[src/include/softmax_cfg.svh]
`ifndef SOFTMAX_CFG_SVH
`define SOFTMAX_CFG_SVH

// ========================================
// Softmax stage configuration
// ========================================

// Input exponent width, 2^e spans 2^SM_EXP_W values
`define SM_EXP_W          4

// Graph shape
`define SM_MAX_NODES      8
`define SM_NUM_SUBGRAPHS  16

// Alpha format, 1.15 unsigned
`define SM_WOI            1
`define SM_WOF            15

// Alignment stage + one stage per quotient bit + two output registers
`define SM_DIV_LATENCY    (`SM_WOI + `SM_WOF + 3)

// FIFO depths
`define SM_IN_DEPTH       16
`define SM_OUT_DEPTH      32
`define SM_DIVD_DEPTH     32
`define SM_DVSR_DEPTH     8

`endif

[src/rtl/graph_pkg.sv]
`default_nettype none

`include "softmax_cfg.svh"

package graph_pkg;

  typedef logic [$clog2(`SM_MAX_NODES + 1)-1:0] node_cnt_t;
  typedef logic [$clog2(`SM_NUM_SUBGRAPHS)-1:0] sg_addr_t;

  // Accumulate side of the softmax block
  typedef enum logic [1:0] {
    fetch_count,
    accumulate,
    push_sum
  } sm_state_t;

endpackage

`default_nettype wire

[src/rtl/softmax_data_pkg.sv]
`default_nettype none

`include "softmax_cfg.svh"

package softmax_data_pkg;

  // 2^e needs one bit per possible exponent value
  localparam int POW_W   = 1 << `SM_EXP_W;
  localparam int SUM_W   = POW_W + $clog2(`SM_MAX_NODES);
  localparam int ALPHA_W = `SM_WOI + `SM_WOF;

  typedef logic [`SM_EXP_W-1:0] exp_t;
  typedef logic [POW_W-1:0]     pow_t;
  typedef logic [SUM_W-1:0]     sum_t;
  typedef logic [ALPHA_W-1:0]   alpha_t;

endpackage

`default_nettype wire

[src/rtl/fifo_if.sv]
`default_nettype none

interface fifo_if #(
  parameter int DATA_W = 8,
  parameter int DEPTH  = 16
);

  localparam int CNT_W = $clog2(DEPTH + 1);

  // Write side
  logic [DATA_W-1:0] din;
  logic              wr;
  logic              full;

  // Read side, first word falls through
  logic [DATA_W-1:0] dout;
  logic              empty;
  logic              rd;

  logic [CNT_W-1:0]  count;

  modport producer (output din, output wr, input full, input count);
  modport consumer (input dout, input empty, output rd, input count);
  modport fifo (input din, input wr, output full, output dout, output empty,
                input rd, output count);

endinterface

`default_nettype wire

[src/rtl/fxp_div_pipe.sv]
`default_nettype none

`include "softmax_cfg.svh"

module fxp_div_pipe (
  input  logic                    clk,
  input  logic                    rst_n,
  input  logic                    in_vld,
  input  softmax_data_pkg::pow_t  dividend,
  input  softmax_data_pkg::sum_t  divisor,
  output logic                    out_vld,
  output softmax_data_pkg::alpha_t quotient
);

  import softmax_data_pkg::*;

  localparam int QW    = `SM_WOI + `SM_WOF;
  localparam int DV_W  = $bits(sum_t);
  localparam int NUM_W = $bits(pow_t) + `SM_WOF;

  // Scaled numerator, dividend * 2^WOF
  logic [NUM_W-1:0] num;

  logic [DV_W-1:0]  rem_s  [QW];
  logic [QW-1:0]    bits_s [QW];
  sum_t             dvsr_s [QW];
  logic [QW-1:0]    q_s    [QW];
  logic [QW:0]      vld_s;

  logic [DV_W:0]    trial  [QW];
  logic [DV_W-1:0]  rem_nx [QW-1];
  logic [QW-1:0]    ge;

  alpha_t           q_out1;
  logic             vld_out1;

  assign num = NUM_W'(dividend) << `SM_WOF;

  // ========================================
  // Restoring step per stage
  // ========================================
  always_comb begin
    for (int k = 0; k < QW; k++) begin
      trial[k] = {rem_s[k], bits_s[k][QW-1]};
      ge[k]    = (trial[k] >= {1'b0, dvsr_s[k]});
    end
    for (int k = 0; k < QW - 1; k++) begin
      rem_nx[k] = ge[k] ? DV_W'(trial[k] - {1'b0, dvsr_s[k]}) : trial[k][DV_W-1:0];
    end
  end

  always_ff @(posedge clk) begin
    // Alignment, upper bits preload the remainder
    // Quotient fits QW bits only while dividend <= divisor
    rem_s[0]  <= DV_W'(num[NUM_W-1:QW]);
    bits_s[0] <= num[QW-1:0];
    dvsr_s[0] <= divisor;

    q_s[0] <= QW'(ge[0]);
    for (int k = 1; k < QW; k++) begin
      q_s[k] <= {q_s[k-1][QW-2:0], ge[k]};
    end
    for (int k = 0; k < QW - 1; k++) begin
      rem_s[k+1]  <= rem_nx[k];
      bits_s[k+1] <= bits_s[k] << 1;
      dvsr_s[k+1] <= dvsr_s[k];
    end

    // Two output stages
    q_out1   <= q_s[QW-1];
    quotient <= q_out1;
  end

  // Valid travels with the data
  always_ff @(posedge clk or negedge rst_n) begin
    if (!rst_n) begin
      vld_s    <= '0;
      vld_out1 <= 1'b0;
      out_vld  <= 1'b0;
    end else begin
      vld_s    <= {vld_s[QW-1:0], in_vld};
      vld_out1 <= vld_s[QW];
      out_vld  <= vld_out1;
    end
  end

endmodule

`default_nettype wire

[src/rtl/num_node_table.sv]
`default_nettype none

`include "softmax_cfg.svh"

module num_node_table (
  input  logic                 clk,
  input  logic                 rst_n,
  input  logic                 wr,
  input  graph_pkg::sg_addr_t  waddr,
  input  graph_pkg::node_cnt_t wdata,
  input  graph_pkg::sg_addr_t  raddr,
  output graph_pkg::node_cnt_t rdata
);

  import graph_pkg::*;

  node_cnt_t mem [`SM_NUM_SUBGRAPHS];

  // Host side, only written while the stage is idle
  always_ff @(posedge clk) begin
    if (wr) begin
      mem[waddr] <= wdata;
    end
  end

  // One cycle read latency
  always_ff @(posedge clk or negedge rst_n) begin
    if (!rst_n) begin
      rdata <= '0;
    end else begin
      rdata <= mem[raddr];
    end
  end

endmodule

`default_nettype wire

[src/rtl/softmax.sv]
`default_nettype none

`include "softmax_cfg.svh"

module softmax (
  input  logic                 clk,
  input  logic                 rst_n,
  input  logic                 sm_en,
  fifo_if.consumer             coef,
  fifo_if.producer             alpha,
  output graph_pkg::sg_addr_t  tbl_addr,
  input  graph_pkg::node_cnt_t tbl_count
);

  import softmax_data_pkg::*;
  import graph_pkg::*;

  localparam int DVSR_W = $bits(node_cnt_t) + $bits(sum_t);
  localparam int CNT_W  = $clog2(`SM_OUT_DEPTH + 1);
  localparam int CMT_W  = CNT_W + 1;

  fifo_if #(.DATA_W($bits(pow_t)), .DEPTH(`SM_DIVD_DEPTH)) divd_if ();
  fifo_if #(.DATA_W(DVSR_W), .DEPTH(`SM_DVSR_DEPTH)) dvsr_if ();

  sm_state_t        state;
  sg_addr_t         sg_addr;
  node_cnt_t        node_cnt;
  sum_t             sum;
  pow_t             pow;
  logic             consume;
  logic             last_node;

  node_cnt_t        div_rem;
  sum_t             cur_dvsr;
  node_cnt_t        new_cnt;
  sum_t             new_sum;
  sum_t             div_dvsr;
  logic             need_load;
  logic             credit_ok;
  logic             issue;
  logic [CNT_W-1:0] in_flight;
  logic [CMT_W-1:0] committed;
  logic             div_out_vld;
  alpha_t           div_q;

  sync_fifo #(.DATA_W($bits(pow_t)), .DEPTH(`SM_DIVD_DEPTH)) u_divd_fifo (
    .clk   (clk),
    .rst_n (rst_n),
    .f     (divd_if)
  );

  sync_fifo #(.DATA_W(DVSR_W), .DEPTH(`SM_DVSR_DEPTH)) u_dvsr_fifo (
    .clk   (clk),
    .rst_n (rst_n),
    .f     (dvsr_if)
  );

  // ========================================
  // Exponent and sum
  // ========================================
  assign tbl_addr  = sg_addr;
  assign pow       = pow_t'(1) << coef.dout;
  assign last_node = (node_cnt == tbl_count - node_cnt_t'(1));
  assign consume   = (state == accumulate) && sm_en && !coef.empty && !divd_if.full;

  assign coef.rd     = consume;
  assign divd_if.wr  = consume;
  assign divd_if.din = pow;
  assign dvsr_if.wr  = (state == push_sum) && !dvsr_if.full;
  assign dvsr_if.din = {tbl_count, sum};

  always_ff @(posedge clk or negedge rst_n) begin
    if (!rst_n) begin
      state    <= fetch_count;
      sg_addr  <= '0;
      node_cnt <= '0;
    end else begin
      case (state)
        // Table read is in flight for the new address
        fetch_count: if (sm_en) state <= accumulate;
        accumulate: begin
          if (consume) begin
            if (last_node) begin
              node_cnt <= '0;
              state    <= push_sum;
            end else begin
              node_cnt <= node_cnt + node_cnt_t'(1);
            end
          end
        end
        push_sum: begin
          if (dvsr_if.wr) begin
            sg_addr <= sg_addr + sg_addr_t'(1);
            state   <= fetch_count;
          end
        end
        default: state <= fetch_count;
      endcase
    end
  end

  always_ff @(posedge clk) begin
    if (consume) begin
      sum <= (node_cnt == '0) ? sum_t'(pow) : sum + sum_t'(pow);
    end
  end

  // ========================================
  // Division scheduling
  // ========================================
  assign {new_cnt, new_sum} = dvsr_if.dout;
  assign need_load = (div_rem == '0);
  assign div_dvsr  = need_load ? new_sum : cur_dvsr;

  // Room in the alpha FIFO for everything already issued
  assign committed = {1'b0, alpha.count} + {1'b0, in_flight};
  assign credit_ok = (committed < CMT_W'(`SM_OUT_DEPTH));
  assign issue     = (!need_load || !dvsr_if.empty) && !divd_if.empty && credit_ok;

  assign divd_if.rd = issue;
  assign dvsr_if.rd = issue && need_load;

  always_ff @(posedge clk) begin
    if (dvsr_if.rd) begin
      cur_dvsr <= new_sum;
    end
  end

  always_ff @(posedge clk or negedge rst_n) begin
    if (!rst_n) begin
      div_rem   <= '0;
      in_flight <= '0;
    end else begin
      if (issue) begin
        div_rem <= (need_load ? new_cnt : div_rem) - node_cnt_t'(1);
      end
      case ({issue, div_out_vld})
        2'b10:   in_flight <= in_flight + CNT_W'(1);
        2'b01:   in_flight <= in_flight - CNT_W'(1);
        default: in_flight <= in_flight;
      endcase
    end
  end

  fxp_div_pipe u_div (
    .clk      (clk),
    .rst_n    (rst_n),
    .in_vld   (issue),
    .dividend (divd_if.dout),
    .divisor  (div_dvsr),
    .out_vld  (div_out_vld),
    .quotient (div_q)
  );

  // Credit rule keeps this write from ever hitting a full FIFO
  assign alpha.wr  = div_out_vld;
  assign alpha.din = div_q;

endmodule

`default_nettype wire

[src/rtl/softmax_top.sv]
`default_nettype none

`include "softmax_cfg.svh"

module softmax_top (
  input  logic                     clk,
  input  logic                     rst_n,
  input  logic                     sm_en,
  input  logic                     coef_wr,
  input  softmax_data_pkg::exp_t   coef_din,
  output logic                     coef_full,
  input  logic                     tbl_wr,
  input  graph_pkg::sg_addr_t      tbl_waddr,
  input  graph_pkg::node_cnt_t     tbl_wdata,
  input  logic                     alpha_rd,
  output softmax_data_pkg::alpha_t alpha_dout,
  output logic                     alpha_empty
);

  import softmax_data_pkg::*;
  import graph_pkg::*;

  sg_addr_t  tbl_raddr;
  node_cnt_t tbl_rdata;

  fifo_if #(.DATA_W($bits(exp_t)), .DEPTH(`SM_IN_DEPTH)) coef_if ();
  fifo_if #(.DATA_W($bits(alpha_t)), .DEPTH(`SM_OUT_DEPTH)) alpha_if ();

  // Host side of the two FIFOs
  assign coef_if.din  = coef_din;
  assign coef_if.wr   = coef_wr;
  assign coef_full    = coef_if.full;
  assign alpha_if.rd  = alpha_rd;
  assign alpha_dout   = alpha_if.dout;
  assign alpha_empty  = alpha_if.empty;

  sync_fifo #(.DATA_W($bits(exp_t)), .DEPTH(`SM_IN_DEPTH)) u_coef_fifo (
    .clk   (clk),
    .rst_n (rst_n),
    .f     (coef_if)
  );

  num_node_table u_num_node_table (
    .clk   (clk),
    .rst_n (rst_n),
    .wr    (tbl_wr),
    .waddr (tbl_waddr),
    .wdata (tbl_wdata),
    .raddr (tbl_raddr),
    .rdata (tbl_rdata)
  );

  softmax u_softmax (
    .clk       (clk),
    .rst_n     (rst_n),
    .sm_en     (sm_en),
    .coef      (coef_if),
    .alpha     (alpha_if),
    .tbl_addr  (tbl_raddr),
    .tbl_count (tbl_rdata)
  );

  sync_fifo #(.DATA_W($bits(alpha_t)), .DEPTH(`SM_OUT_DEPTH)) u_alpha_fifo (
    .clk   (clk),
    .rst_n (rst_n),
    .f     (alpha_if)
  );

endmodule

`default_nettype wire

[src/rtl/sync_fifo.sv]
`default_nettype none

module sync_fifo #(
  parameter int DATA_W = 8,
  parameter int DEPTH  = 16
) (
  input  logic clk,
  input  logic rst_n,
  fifo_if.fifo f
);

  localparam int PTR_W = $clog2(DEPTH);
  localparam int CNT_W = $clog2(DEPTH + 1);

  logic [DATA_W-1:0] mem [DEPTH];
  logic [PTR_W-1:0]  wptr;
  logic [PTR_W-1:0]  rptr;
  logic [CNT_W-1:0]  count;
  logic              do_wr;
  logic              do_rd;

  // Writes while full and reads while empty are dropped
  assign do_wr = f.wr && (count != CNT_W'(DEPTH));
  assign do_rd = f.rd && (count != '0);

  assign f.full  = (count == CNT_W'(DEPTH));
  assign f.empty = (count == '0);
  assign f.count = count;
  assign f.dout  = mem[rptr];

  always_ff @(posedge clk) begin
    if (do_wr) begin
      mem[wptr] <= f.din;
    end
  end

  always_ff @(posedge clk or negedge rst_n) begin
    if (!rst_n) begin
      wptr  <= '0;
      rptr  <= '0;
      count <= '0;
    end else begin
      if (do_wr) begin
        wptr <= (wptr == PTR_W'(DEPTH - 1)) ? '0 : wptr + PTR_W'(1);
      end
      if (do_rd) begin
        rptr <= (rptr == PTR_W'(DEPTH - 1)) ? '0 : rptr + PTR_W'(1);
      end
      case ({do_wr, do_rd})
        2'b10:   count <= count + CNT_W'(1);
        2'b01:   count <= count - CNT_W'(1);
        default: count <= count;
      endcase
    end
  end

endmodule

`default_nettype wire

[config.mk]
export PLATFORM = sky130hd
export DESIGN_NAME = softmax_top
export DESIGN_NICKNAME = d
export VERILOG_FILES = /design/src/rtl/graph_pkg.sv /design/src/rtl/softmax_data_pkg.sv /design/src/rtl/fifo_if.sv /design/src/rtl/fxp_div_pipe.sv /design/src/rtl/num_node_table.sv /design/src/rtl/softmax.sv /design/src/rtl/softmax_top.sv /design/src/rtl/sync_fifo.sv
export VERILOG_INCLUDE_DIRS = /design/src /design/src/include
export SDC_FILE = /design/constraint.sdc
export NUM_CORES = 2
export LEC_CHECK = 0
export ABC_AREA = 1
export BUFFER_PORTS_ARGS = -buffer_cell sky130_fd_sc_hd__buf_2
export CORE_UTILIZATION = 45
export DETAILED_ROUTE_END_ITERATION = 16
export PLACE_DENSITY = 0.56
export SYNTH_ARGS = -nofsm -noshare
export SYNTH_HDL_FRONTEND = slang
export SYNTH_SLANG_ARGS = --single-unit
[constraint.sdc]
create_clock -name clk -period 6.9 [get_ports clk]
set_input_delay 2.07 -clock clk [delete_from_list [all_inputs] [get_ports clk]]
set_output_delay 2.07 -clock clk [all_outputs]
set_load 0.01 [all_outputs]
**Word-level counts from Yosys, hierarchy flattened**

Memory sizes are Yosys's and may differ from the RTL's. A register that Yosys moved wholly into a read port is not among the register bits.
Index checks and enable logic that the tools add are counted.

- Flip-flop bits (word level): 148
- RAM bits: 2440
- Input port bits: 18
- Output and inout port bits: 18
- Word-level logic and storage cells: 211
- Memories: 9

- Add/sub/neg operators: 39
- Magnitude comparators: 17
- Eq/ne operators: 32
- Shifts and indexed selects: 1
- Muxes and demuxes: 47
- Reduce and logical (&&, ||, !) cells: 42

Memories:

| name | words | width | read ports | clocked after Yosys merged registers in | write ports | line | RTL |
|---|---|---|---|---|---|---|---|
| u_alpha_fifo.mem | 32 | 16 | 1 | 0 | 1 | sync_fifo.sv:15 | `logic [DATA_W-1:0] mem [DEPTH];` |
| u_softmax.u_divd_fifo.mem | 32 | 16 | 1 | 0 | 1 | sync_fifo.sv:15 |  |
| u_softmax.u_div.dvsr_s | 16 | 19 | 16 | 0 | 16 | fxp_div_pipe.sv:26 | `sum_t dvsr_s [QW];` |
| u_softmax.u_div.rem_s | 16 | 19 | 16 | 0 | 16 | fxp_div_pipe.sv:24 | `logic [DV_W-1:0] rem_s [QW];` |
| u_softmax.u_div.q_s | 16 | 16 | 16 | 1 | 16 | fxp_div_pipe.sv:27 | `logic [QW-1:0] q_s [QW];` |
| u_softmax.u_div.bits_s | 16 | 15 | 16 | 0 | 16 | fxp_div_pipe.sv:25 | `logic [QW-1:0] bits_s [QW];` |
| 3 more memories | -- | -- | -- | -- | -- | -- |  |

Operator list:

| cell | count |
|---|---|
| greater-or-equal comparator 20 x 19 -> 1 bit | 16 |
| 2-to-1 mux 19 bit | 16 |
| subtractor 19 bit | 15 |
| case mux 6 bit (2 select lines) | 3 |
| adder 5 x 1 -> 5 bit (second input constant) | 5 |
| == test 5 bit (second input constant) | 5 |
| adder 4 x 1 -> 4 bit (second input constant) | 5 |
| 2-to-1 mux 5 bit | 4 |
| adder 19 x 16 -> 19 bit | 1 |
| adder 6 x 1 -> 6 bit (second input constant) | 3 |
| subtractor 6 x 1 -> 6 bit (second input constant) | 3 |
| 2-to-1 mux 16 bit | 1 |
| 2-to-1 mux 4 bit | 4 |
| << shifter 1 x 4 -> 16 bit (first input constant) | 1 |
| logical AND 1 bit | 15 |
| == test 2 x 1 -> 1 bit (second input constant) | 6 |
| == test 2 bit (second input constant) | 6 |
| == test 4 bit (second input constant) | 3 |
| logical NOT 4 bit | 3 |
| logical NOT 6 bit | 2 |
| inequality test 6 bit (second input constant) | 2 |
| nonzero test 6 bit | 2 |
| subtractor 4 x 1 -> 4 bit (second input constant) | 3 |
| 2-to-1 mux 1 bit | 10 |
| other kinds (25) | 44 |

**Longest topological paths before layout**

- Word-level depth: 9
- Depth in mapped cells: 28

**Cells and area by module**

Synthesis repeated with hierarchy kept, for this count alone.

- Cell total of the unflattened synthesis: 11717
- Area, all modules: 103244.0 um^2

By module, submodules not included:

| module | times used | cells each | area each (um^2) | seq. area each (um^2) |
|---|---|---|---|---|
| fxp_div_pipe | 1 | 5350 | 38441.9 | 15950.3 |
| sync_fifo (u_softmax.u_divd_fifo) | 1 | 2133 | 22699.3 | 15775.1 |
| sync_fifo (u_alpha_fifo) | 1 | 2130 | 22650.5 | 15775.1 |
| sync_fifo (u_softmax.u_dvsr_fifo) | 1 | 882 | 8550.7 | 5775.5 |
| softmax | 1 | 530 | 4181.5 | 1641.6 |
| sync_fifo (u_coef_fifo) | 1 | 400 | 3732.3 | 2247.2 |
| num_node_table | 1 | 292 | 2987.9 | 2021.9 |

**Least setup slack after synthesis**

No wires, ideal clock.

- Path kind: register -> register
- Start: register u_coef_fifo.rptr[0]
- End: register u_softmax.sum[16] (data pin)
- Setup time: 0.255 ns
- Data arrival time: 3.886 ns
- Data required time: 6.645 ns
- Slack: 2.760 ns
- Stages on the path, launching flop included: 25
- Clock period less this slack: 4.140 ns
- Path through: dfrtp_1 -> buf_6 -> buf_6 -> o21ai_0 -> o21ai_1 -> nand2_1 -> nand2_1 -> inv_2 -> nand2_4 -> nor2_4 -> nand2_1 -> nor2_1 -> ha_1 -> inv_1 -> fa_1 -> inv_1 -> nand2_1 -> o21ai_0 -> nand2_1 -> nand2_1 -> nand2_1 -> nand2_1 -> nand3_1 -> a21oi_1 -> nor2_1

- Cells in the longest elaborated chain, start to end: 3

Ends and longest elaborated chain:

| what | line | RTL |
|---|---|---|
| start: declaration | sync_fifo.sv:17 | `logic [PTR_W-1:0] rptr;` |
| start signal: assignment | sync_fifo.sv:47 | `rptr <= (rptr == PTR_W'(DEPTH - 1)) ? '0 : rptr + PTR_W'(1);` |
| memory read (16 x 4 bit) | -- |  |
| << shifter 1 x 4 -> 16 bit | softmax.sv:62 | `assign pow = pow_t'(1) << coef.dout;` |
| via u_softmax.divd_if.din[0] | fifo_if.sv:11 | `logic [DATA_W-1:0] din;` |
| adder 19 x 16 -> 19 bit | softmax.sv:104 | `sum <= (node_cnt == '0) ? sum_t'(pow) : sum + sum_t'(pow);` |
| end signal: assignment | softmax.sv:104 |  |
| end: declaration | softmax.sv:28 | `sum_t sum;` |

The timed path passes the listed nets, and every way through them passes these cells.
A chain may end at the register's enable or synchronous reset.

**Worst setup path in the final report**

- Start: register u_alpha_fifo.rptr[1]
- End: output port alpha_dout[7]

- Cells in the longest elaborated chain, start to end: 1

Ends and longest elaborated chain:

| what | line | RTL |
|---|---|---|
| start: declaration | sync_fifo.sv:17 |  |
| start signal: assignment | sync_fifo.sv:47 |  |
| memory read (32 x 16 bit) | -- |  |
| end: declaration | softmax_top.sv:16 | `output softmax_data_pkg::alpha_t alpha_dout,` |

No other way between the ends.

==> flow_summary.toml <==
[final_layout]
fin_area_um2 = 109000
multi_input_area_um2 = 33540
drive_above_1_share = 0.08071
nets = 10210
seq_area_um2 = 59210
fin_cells = 12843
fin_util = 0.5063
fillers = 19390
area_delta_synth_final_pct = 11.40

[clocking]
htreeDepth = 4
postCtsSetupBuffers = 0
cts-hold-fix-buffers = 0
postCtsResizedCells = 0
cts_sinks = 2245
root_buffer = "clkbuf_16"
clock_latency_ns = 0.87
cts.clk_slew.worst_paths_ns = 0.07
cts.path.max_buffers = 3
numCtsBuffers = 230
cts_tree = "built"

[yosys]
synth_area_leader_cell = "edfxtp_1"
synth-edff-count = 1374
ys.flop_type = "edfxtp_1"
ys_seq_area_frac = 0.6049
syn_nets = 10156
yosysWarnings = 0
syn_area_per_cell_um2 = 10.04
postSynthCellCount = 9746
synth_cell_types = 61
ys_ff_latch = 2245
synth.most_common_cell = "nand2_1"
synth_top_area_share = 0.4217
synth-async-reset-ratio = 0.04365
synth_area_leaders = "edfxtp_1 (42%), dfxtp_1 (16%), nand2_1 (6.4%), nor2_1 (5.0%), ha_1 (4.7%)"
synthTopCellsByCount = "nand2_1 (1656), edfxtp_1 (1374), nor2_1 (1308)"
netlist_area_um2 = 97840

[placement]
dpl_cell_area_um2 = 100900
dpl.cell_count = 12406
place_congestion = 0.8808
dp_hpwl_mm = 165.0
io_buffers = 35

[worst_setup_path]
cp_max_fo = 104
rr_worst_depth = 20
worstPathRequired_ns = 4.83
critPathCaptureType = "output port"
worstPathCellList = "inv_4, buf_4, o21ai_0, o22ai_1, nand2_1, nand3_1, nand3_1, nand2_1, buf_2"
slowest_stage = "inv_4"
crit_path_start_kind = "register"
cp.arrival_ns = 3.98
max_stage_delay_ns = 0.82
worstSetupPathType = "register to output port"

[detailed_routing]
vias = 68472
wl_mm = 251.5
detail-route-antenna-nets = 0
dr.pass1.iters = 5
wl_per_cell_um = 19.58
drtIter0Drc = 5331
via_per_inst = 5.331
drc = 0

[global_route]
grt_max_degree = 221
grtUsageTotal = 0.2266
grt_remaining_overflow = 0
antenna_found_initial = 5
grt_pass1_vias = 66212
grt_pass1_wl_mm = 386.1

[floorplan]
die_w_um = 468.3
die-area_um2 = 219300
core_area_um2 = 215300
std_cell_rows = 170
initial_utilization = 0.4545
io_pins = 36
die_h_um = 468.3

[outcome]
status = "completed"

[sta]
timing.slew.headroom = 0.2144
timing.setup.tns_ns = 0
worst_slew_pin_slew_ns = 1.177
hold_viol_final = 0
fin_crit_sh = 0.8774
rsz0062_at_grt = "no"
finalClockSkew_ns = 0.03831
worst_hold_slack_ns = 0.3203
finalCriticalPeriod_ns = 6.054
slew_violations = 0
fmax_mhz = 165.2
setup_viol = 0

[power]
ir_drop_v = 0.0003089
power_density_nw_per_um2 = 555.5
power.leakage_nw = 44.86

[hold_path]
hold_path_class = "register to register"
worstHoldPathCells = 0

[run]
drv_cap = 0
metal layers:
layer | track usage | wire length, µm | vias to the layer above
li1 | - | - | 33449
met1 | 0.3142 | 115300 | 32900
met2 | 0.3732 | 117300 | 1761
met3 | 0.02830 | 12680 | 362
met4 | 0.06190 | 6227 | 0
met5 | 0 | 0 | -
cell usage in the layout, fill, tap and decap left out, drive strengths merged, types with 43 or more instances in the layout:
cell type / count
nand2: 1681
edfxtp: 1374
nor2: 1338
o21ai: 992
inv: 920
dfxtp: 773
nand3: 465
a21oi: 407
ha: 371
o22ai: 301
clkbuf: 300
buf: 160
nand4: 158
xnor2: 98
dfrtp: 98
xor2: 97
clkinv: 80
nor3: 78
nand3b: 51
a21o: 43
power by group:
| part | switching, mW | total [mW] | internal, mW |
|---|---|---|---|
| sequential | 2.46 | 20.8 | 18.3 |
| clock | 5.31 | 13.1 | 7.77 |
| combinational | 17.9 | 26.7 | 8.74 |
| total | 25.7 | 60.5 | 34.8 |
worst paths after layout:
path | from | end | slack (ns)
min in group asynchronous | rst_n | u_coef_fifo.wptr[1] | 1.17
hold reg to reg | u_softmax.u_div.q_s[14][14] | u_softmax.u_div.q_s[15][15] | 0.32
setup / recovery | u_alpha_fifo.rptr[1] | alpha_dout[7] | 0.85
hold / removal | u_softmax.u_div.q_s[14][14] | u_softmax.u_div.q_s[15][15] | 0.32
setup reg to reg | u_coef_fifo.rptr[1] | u_softmax.sum[16] | 2.14
max in group asynchronous | rst_n | u_alpha_fifo.rptr[1] | 4.70
cell type report:
| cell class | count | share of cell area |
|---|---|---|
| Multi-Input combinational cell | 6247 | 0.3077 |
| Clock buffer | 300 | 0.05826 |
| Antenna cell | 6 | 0.0001378 |
| Tap cell | 2838 | 0.03258 |
| Timing Repair Buffer | 160 | 0.01047 |
| Sequential cell | 2245 | 0.5432 |
| Inverter | 916 | 0.03175 |
| Clock inverter | 131 | 0.01586 |
critical path: cells and delay by family, from the launching register on:
| kind | cells | cell delay, ns |
|---|---|---|
| compound gates | 2 | 0.32 |
| buf+inv | 3 | 1.53 |
| flops | 1 | 0.70 |
| simple gates | 4 | 0.56 |
sequential cells by signal, summed over array words and instances (netlist names), 6 cells and up:
signal / count
u_softmax.u_dvsr_fifo.mem: 184
u_softmax.u_div.dvsr_s: 304
u_alpha_fifo.mem: 512
u_softmax.u_divd_fifo.mem: 512
u_softmax.u_div.quotient: 16
u_softmax.u_div.rem_s: 300
u_softmax.cur_dvsr: 19
u_softmax.u_divd_fifo.f.count: 6
u_softmax.u_div.vld_s: 17
u_coef_fifo.mem: 64
u_alpha_fifo.f.count: 6
u_softmax.sum: 19
u_softmax.u_div.q_s: 136
u_num_node_table.mem: 64
u_softmax.u_div.q_out1: 16
u_softmax.in_flight: 6
logic make-up (layout without fill, tap and decap cells):
kind of cell / Yosys count / after routing / share of synthesized area
flip-flops: 2245 / 2245 / 0.6049
buffers and inverters: 1254 / 1507 / 0.05361
XOR/XNOR: 195 / 195 / 0.01746
AO/OA/AOI/OAI: 1847 / 1847 / 0.1044
adder cells (fa/ha/maj): 392 / 392 / 0.05174
other: 0 / 6 / 0
AND/OR/NAND/NOR: 3813 / 3813 / 0.1679
stage by stage:
stage,setup WS (ns),power [mW]
floorplan,2.760,39.79
global placement,1.678,47.34
detailed placement,1.700,47.64
CTS,0.7509,60.86
global route,0.5915,64.97
finish,0.8457,60.55
No activity file was read; power rests on OpenSTA's default activity.
